## src/hdl/mem_pkg.sv

```systemverilog
`default_nettype none

package mem_pkg;

	localparam int xlen = 64;

	typedef logic [xlen-1:0]   addr_t;
	typedef logic [xlen-1:0]   data_t;
	typedef logic [31:0]       ins_t;
	typedef logic [4:0]        reg_idx_t;
	typedef logic [xlen/8-1:0] byte_mask_t; // one bit per byte lane
	typedef logic [2:0]        funct3_t;

	localparam logic [6:0] opc_load = 7'b000_0011;

	localparam funct3_t f3_b  = 3'b000;
	localparam funct3_t f3_h  = 3'b001;
	localparam funct3_t f3_w  = 3'b010;
	localparam funct3_t f3_d  = 3'b011;
	localparam funct3_t f3_bu = 3'b100;
	localparam funct3_t f3_hu = 3'b101;
	localparam funct3_t f3_wu = 3'b110;

	// bundle from execute
	typedef struct packed {
		addr_t    pc;
		ins_t     ins;
		logic     mem_w_en;   // store
		logic     wb_sel;     // 0 alu result, 1 memory data
		logic     reg_w_en;
		data_t    rt_data;    // store source
		reg_idx_t rdest;
		data_t    alu_result; // address for loads and stores
	} mem_in_t;

	typedef struct packed {
		addr_t    pc;
		ins_t     ins;
		logic     reg_w_en;
		reg_idx_t rdest;
		data_t    wb_data;
	} mem_out_t;

	typedef struct packed {
		logic     reg_w_en;
		reg_idx_t rdest;
		data_t    wb_data;
	} fwd_t;

endpackage

`default_nettype wire
```

## src/hdl/mem_stage.sv

```systemverilog
`timescale 1ns/1ps
`default_nettype none

module mem_stage (
	input  logic                clk,
	input  logic                reset,
	input  mem_pkg::mem_in_t    in,
	input  logic                in_valid,
	output logic                in_ready,
	output mem_pkg::mem_out_t   out,
	output logic                out_valid,
	input  logic                out_ready,
	output mem_pkg::fwd_t       fwd,
	output mem_pkg::addr_t      ram_addr,
	output logic                ram_wen,
	output mem_pkg::data_t      ram_wdata,
	output mem_pkg::byte_mask_t ram_wmask,
	input  mem_pkg::data_t      ram_rdata
);

	import mem_pkg::*;

	logic [6:0] opcode;
	funct3_t    funct3;
	logic [2:0] offset;
	logic       xfer;
	data_t      ldata;
	data_t      wb_data;

	assign opcode = in.ins[6:0];
	assign funct3 = in.ins[14:12];
	assign offset = in.alu_result[2:0];

	// single slot, moves only when write-back takes it
	assign in_ready = out_ready;
	assign xfer     = in_valid & in_ready;

	store_align store_align_i (
		.funct3  (funct3),
		.offset  (offset),
		.rt_data (in.rt_data),
		.wdata   (ram_wdata),
		.wmask   (ram_wmask)
	);

	load_align load_align_i (
		.funct3 (funct3),
		.offset (offset),
		.rdata  (ram_rdata),
		.ldata  (ldata)
	);

	assign ram_addr = in.alu_result;
	assign ram_wen  = xfer & in.mem_w_en; // no write while stalled

	always_comb begin
		if (!in.wb_sel) begin
			wb_data = in.alu_result;
		end else if (opcode == opc_load) begin
			wb_data = ldata;
		end else begin
			wb_data = '0;
		end
	end

	// hazard logic sees the result in the same cycle
	assign fwd.reg_w_en = in.reg_w_en;
	assign fwd.rdest    = in.rdest;
	assign fwd.wb_data  = wb_data;

	always_ff @(posedge clk) begin
		if (reset) begin
			out_valid <= 1'b0;
		end else if (out_ready) begin
			out_valid <= in_valid;
		end
	end

	always_ff @(posedge clk) begin
		if (reset) begin
			out <= '0;
		end else if (xfer) begin
			out.pc       <= in.pc;
			out.ins      <= in.ins;
			out.reg_w_en <= in.reg_w_en;
			out.rdest    <= in.rdest;
			out.wb_data  <= wb_data;
		end
	end

endmodule

`default_nettype wire

```

## src/hdl/store_align.sv

```systemverilog
`timescale 1ns/1ps
`default_nettype none

module store_align (
	input  mem_pkg::funct3_t   funct3,
	input  logic [2:0]         offset,
	input  mem_pkg::data_t     rt_data,
	output mem_pkg::data_t     wdata,
	output mem_pkg::byte_mask_t wmask
);

	import mem_pkg::*;

	// low two bits of funct3 give the size, the mask picks the lane
	always_comb begin
		case (funct3[1:0])
			2'b00: begin
				wdata = {(xlen/8){rt_data[7:0]}};
				wmask = byte_mask_t'(8'b0000_0001) << offset;
			end
			2'b01: begin
				wdata = {(xlen/16){rt_data[15:0]}};
				wmask = byte_mask_t'(8'b0000_0011) << {offset[2:1], 1'b0};
			end
			2'b10: begin
				wdata = {(xlen/32){rt_data[31:0]}};
				wmask = byte_mask_t'(8'b0000_1111) << {offset[2], 2'b00};
			end
			default: begin
				wdata = rt_data; // sd
				wmask = '1;
			end
		endcase
	end

endmodule

`default_nettype wire

```

## src/hdl/load_align.sv

```systemverilog
`timescale 1ns/1ps
`default_nettype none

module load_align (
	input  mem_pkg::funct3_t funct3,
	input  logic [2:0]       offset,
	input  mem_pkg::data_t   rdata,
	output mem_pkg::data_t   ldata
);

	import mem_pkg::*;

	data_t b_lane;
	data_t h_lane;
	data_t w_lane;

	// bring the addressed lane down to bit 0
	assign b_lane = rdata >> {offset, 3'b000};
	assign h_lane = rdata >> {offset[2:1], 4'b0000};
	assign w_lane = rdata >> {offset[2], 5'b00000};

	always_comb begin
		case (funct3)
			f3_b: begin
				ldata = {{(xlen-8){b_lane[7]}}, b_lane[7:0]};
			end
			f3_h: begin
				ldata = {{(xlen-16){h_lane[15]}}, h_lane[15:0]};
			end
			f3_w: begin
				ldata = {{(xlen-32){w_lane[31]}}, w_lane[31:0]};
			end
			f3_d: begin
				ldata = rdata; // whole doubleword
			end
			f3_bu: begin
				ldata = {{(xlen-8){1'b0}}, b_lane[7:0]};
			end
			f3_hu: begin
				ldata = {{(xlen-16){1'b0}}, h_lane[15:0]};
			end
			f3_wu: begin
				ldata = {{(xlen-32){1'b0}}, w_lane[31:0]};
			end
			default: begin
				ldata = '0; // no load with funct3 111
			end
		endcase
	end

endmodule

`default_nettype wire

```

## config.mk

```make
export PLATFORM = sky130hd
export DESIGN_NAME = mem_stage
export DESIGN_NICKNAME = d
export VERILOG_FILES = /design/src/hdl/mem_pkg.sv /design/src/hdl/mem_stage.sv /design/src/hdl/store_align.sv /design/src/hdl/load_align.sv
export SDC_FILE = /design/constraint.sdc
export NUM_CORES = 1
export LEC_CHECK = 0
export ABC_AREA = 1
export BUFFER_PORTS_ARGS = -buffer_cell sky130_fd_sc_hd__buf_2
export CORE_AREA = 3 3 261 263
export CTS_BUF_LIST = sky130_fd_sc_hd__clkbuf_16
export DETAILED_ROUTE_END_ITERATION = 16
export DIE_AREA = 0 0 264 266
export PLACE_DENSITY = 0.49
export SETUP_SLACK_MARGIN = 0.5
export SYNTH_ARGS = -nofsm -noshare
export SYNTH_HDL_FRONTEND = slang
export SYNTH_SLANG_ARGS = --single-unit
```

## constraint.sdc

```tcl
create_clock -name clk -period 3.7 [get_ports clk]
set_clock_uncertainty 0.05 [all_clocks]
set_input_delay 1.11 -clock clk [delete_from_list [all_inputs] [get_ports clk]]
set_output_delay 1.11 -clock clk [all_outputs]
set_load 0.01 [all_outputs]
```

Yosys cells after proc, flatten, opt, wreduce, memory -nomap -nowiden:

Index checks and enable logic that the tools add are counted.

* shift operators: 6
* equality and inequality tests: 9
* bitwise operators: 2
* reductions and logical operators: 2
* mux-type cells: 5

Operators by type and width (number)
* case mux 64 bit (7 select lines): 1
* case mux 64 bit (3 select lines): 1
* two-way mux 64 bit: 2
* >> shifter 64 x 6 -> 16 bit: 1
* >> shifter 64 x 6 -> 32 bit: 1
* >> shifter 64 x 6 -> 8 bit: 1
* case mux 8 bit (3 select lines): 1
* equality test 3 bit (second input constant): 3
* left shift 1 x 3 -> 8 bit (first input constant): 1
* left shift 2 x 3 -> 8 bit (first input constant): 1
* left shift 4 x 3 -> 8 bit (first input constant): 1
* equality test 7 x 2 -> 1 bit (second input constant): 1
* equality test 3 x 2 -> 1 bit (second input constant): 2
* equality test 3 x 1 -> 1 bit (second input constant): 1
* logical NOT 3 bit: 1
* bitwise AND 1 bit: 2
* equality test 2 x 1 -> 1 bit (second input constant): 1
* equality test 2 bit (second input constant): 1
* logical NOT 2 bit: 1

* register bits after elaboration: 167
* logic and storage cells: 30
* input port bits: 300
* output and inout bits: 375

Longest topological paths before layout:

* word-level depth: 4
* gate-level depth with buffers: 14

By module:

Synthesis repeated with hierarchy kept, for this count alone.

* cells, all modules: 1941
* area, all modules: 11332.1 um^2

Modules (own cells, without submodules)
* mem_stage: area an instance 8190.4 um^2, times used 1, cells an instance 1277, seq. area each 3343.2 um^2
* load_align: area an instance 2037.0 um^2, times used 1, cells an instance 442, seq. area each 0.0 um^2
* store_align: area an instance 1104.8 um^2, times used 1, cells an instance 222, seq. area each 0.0 um^2

Worst setup path after synthesis:

Ideal clock, no wire load.

* kind: input to output
* from: input port in[149] (netlist name)
* to: output port fwd[10] (netlist name)
* arrival: 2.291 ns
* stages on the path: 11
* required time: 2.540 ns
* path slack: 0.249 ns
* cells stage by stage: buf_4 > inv_2 > nand2_1 > nor2_1 > nor2_2 > buf_4 > nor2_1 > nor2_1 > nand2_1 > nand2_1 > nand2_1

RTL lines
* start: declaration: line mem_stage.sv:7 `input mem_pkg::mem_in_t in,`
* end: declaration: line mem_stage.sv:13 `output mem_pkg::fwd_t fwd,`

==> impl_results.md <==
* Share of async-settable or async-resettable flops after synthesis at 0%
* Routed length per instance at just under 20 µm
* Max Slew Vio Count at 0
* Largest net degree at the start of global routing at 86
* Vias per inst at around 4.2
* Post-synth EDFFs at 0
* Max-slew headroom at 36.3%
* Violated checks: negative setup slack
* Slowest stage delay, CP at between 0.2 and 0.3 ns
* CP dominant cell by count: buf_12
* Syn_nets at just over 2000
* CTS Buffer Depth at 2
* Hold_ws at ~0.41 ns
* Initial core utilization at 15.7%
* RSZ-0062 raised after global routing: yes
* Cell with the most instances after synthesis: nand2_1
* Synth Register Bits at around 170
* Slowest CP cell: a211oi_4
* Crit path kind: input port to output pin
* Routed wire length at between 60000 and 70000 µm
* Top-area cell type share of the netlist area at around a third
* Distinct cells, synth at 25
* Gpl congestion at a little under 0.9
* Final ANT Viol Nets at 0
* Worst-margin pin slew at 0.956 ns
* NetSw at 2.09 mW
* Top cells by count, synth: 678 x nand2_1, 223 x nor2_1, 167 x dfxtp_1
* Worst path required time at around 2.5 ns
* CTS buffer count at 17
* Mapped Avg Cell Area at 5.83 µm²
* Syn Inst Count at 1772
* Final min period at 3.72 ns
* RR Startpoint: out[88]
* Top Ports at 675
* Critical path capture point type: output pin
* Storage element area at between 3000 and 4000 µm²
* Vias at 13900
* Hold buffer count at cts at 0
* Critical path arrival at around 2.6 ns
* Max cap viols at 0
* Initial DRC Count at 1053
* Hold WC Path Type: flop to flop
* Period Utilization, post-route at 100%
* Global-route wire length before repair at between 90000 and 100000 µm
* Worst Hold Launch: out[66]
* Vias in the first global route at 13300
* Pleak at 10.3 nW
* Syn-to-layout area delta at 79.9%
* Clock Power Share at 35.0%
* Area of the core at about 66000 µm²
* Synth area leader: dfxtp_1
* Drc violations at 0
* Startpoint types: input port
* Rows at between 90 and 100
* CTS tree: done
* Peak supply drop at between 0.2 and 0.3 mV
* Largest delay share family, worst path: buffers and inverters
* Fill count at about 7400
* Pwr Density at approximately 300 nW/µm²
* Root Driver: clkbuf_16
* Gr usage total at about 18%
* Final-report setup violation count at 6
* Clk_lat worst skew at roughly 0.48 ns
* Outcome: finished with violations
* DIE HEIGHT at ~270 µm
* Post-Syn Area at just over 10000 µm²
* End-of-flow core utilization at ~28%
* DIE AREA at 70200 µm²
* IO buf count at 674
* GR Overflow Total at 0
* Flop pwr share at about 34%
* Pint at 3.57 mW
* Hpwl dp at between 50000 and 60000 µm
* Post-synthesis sequential area ratio at between 30% and 40%
* Combinational Power Share at a little under a third
* Final setup margin at -0.0162 ns
* Nets at 2766
* Fin. Hold Viols at 0
* CP cell instances: buf_12 -> buf_6 -> nand2_4 -> inv_6 -> a211oi_4 -> buf_6 -> buf_12 -> buf_12 -> buf_12 -> nand2_4 -> nand2_4 -> buf_6
* Die Wd at about 260 µm
* Crit path max fanout at 7
* # clock sinks at roughly 170
* Drt pass-1 iters at 6
* Top cells by area, synth: dfxtp_1 32%, nand2_1 25%, nor2_1 8.1%
* H-Tree Depth at 4
* Worst slack, placed at -0.225 ns
* Sw Ratio at around 37%
* Warnings, synthesis at 0
* Clk slew on worst S/H paths at about 0.08 ns
* Sum Neg Setup Slack at -0.0496 ns
* Layout cells sized above 1 at between 40% and 50%
* CP Buf/Inv Count at 8
* Initial antenna violation count at 4
* Area of the multi-input gates at roughly 6800 µm²
* FMAX at 0.269 GHz
* Crit path launch: in[149]
* Ys flop type: dfxtp_1
state kept, by name (all words and copies together), names as in the netlist:
name,cells
out,166
out_valid,1
worst register-to-register path, delay by kind of cell (launching register included):
| kind | cells | cell delay, ns |
|---|---|---|
| AO/OA/AOI/OAI | 1 | 0.18 |
| flip-flops | 1 | 0.37 |
| AND/OR/NAND/NOR | 1 | 0.07 |
path summary, 6_finish.rpt:
kind / slack, ns / cells past startpoint / endpoint
worst max register to register: 2.97 / 2 / out[88]
worst min register to register: 0.41 / 2 / out[66]
worst max-delay path: -0.02 / 12 / fwd[32]
worst min-delay path: 0.41 / 2 / out[66]
what timing repair did:
action,4_1_cts,5_1_grt
gates resized for setup,375,95
buffers inserted,38,17
pin swaps,70,48
gates cloned,11,3
endpoints found under the setup margin,120,120
area by class of cell:
type / instances / area share [%]
clock inverter: 15 / 1.12
clock buffer: 17 / 2.29
antenna: 2 / 0.0269
tap: 864 / 5.81
timing repair buffer: 858 / 32.9
sequential: 167 / 18.0
inverter: 160 / 3.45
multi-input combinational: 1262 / 36.5
power by group through the flow:
stage	Clock (mW)	Sequential [mW]	Combinational, mW
floorplan	0	2.03	0.686
global placement	0	1.98	1.47
detailed placement	0	1.98	1.46
CTS	2.09	1.94	1.69
global route	2.13	1.95	1.89
finish	1.98	1.94	1.74
metrics by stage:
| step | total power [mW] | instances | cell area [µm²] |
|---|---|---|---|
| after detailed placement | 3.44 | 3242 | 15100 |
| after CTS | 5.72 | 3323 | 17900 |
| after global placement | 3.45 | 3242 | 15100 |
| after global routing | 5.96 | 3344 | 18600 |
| final | 5.66 | 3345 | 18600 |
| after floorplan | 2.71 | 1772 | 10600 |
cells in the final DEF, fill, tap and decap left out, types with 20 or more instances in the layout:
cell type / Yosys / routed
buf_12: 0 / 34
nor2_1: 223 / 202
buf_2: 24 / 599
a21oi_1: 114 / 113
nand2_4: 1 / 67
dfxtp_1: 167 / 167
nand2_2: 0 / 77
inv_1: 151 / 140
clkbuf_16: 0 / 20
nand2_1: 678 / 529
buf_6: 0 / 89
nand3_1: 161 / 118
nand3_2: 0 / 30
buf_4: 84 / 106
layer usage:
metal | global-route usage (%) | share of wire [%] | wire length, µm
met1 | 22.9 | 44 | 28400
met2 | 30.2 | 49 | 31800
met3 | 3.48 | 6.3 | 4130
met4 | 3.73 | 1.4 | 910
met5 | 0 | 0.011 | 7
cell families after synthesis:
logic type	count (synthesis)	synth area share, %
simple gates	1078	41.6
buf+inv	343	15.8
compound gates	184	10.3
flops	167	32.3
Note: power is estimated with default switching activity, not from simulation.
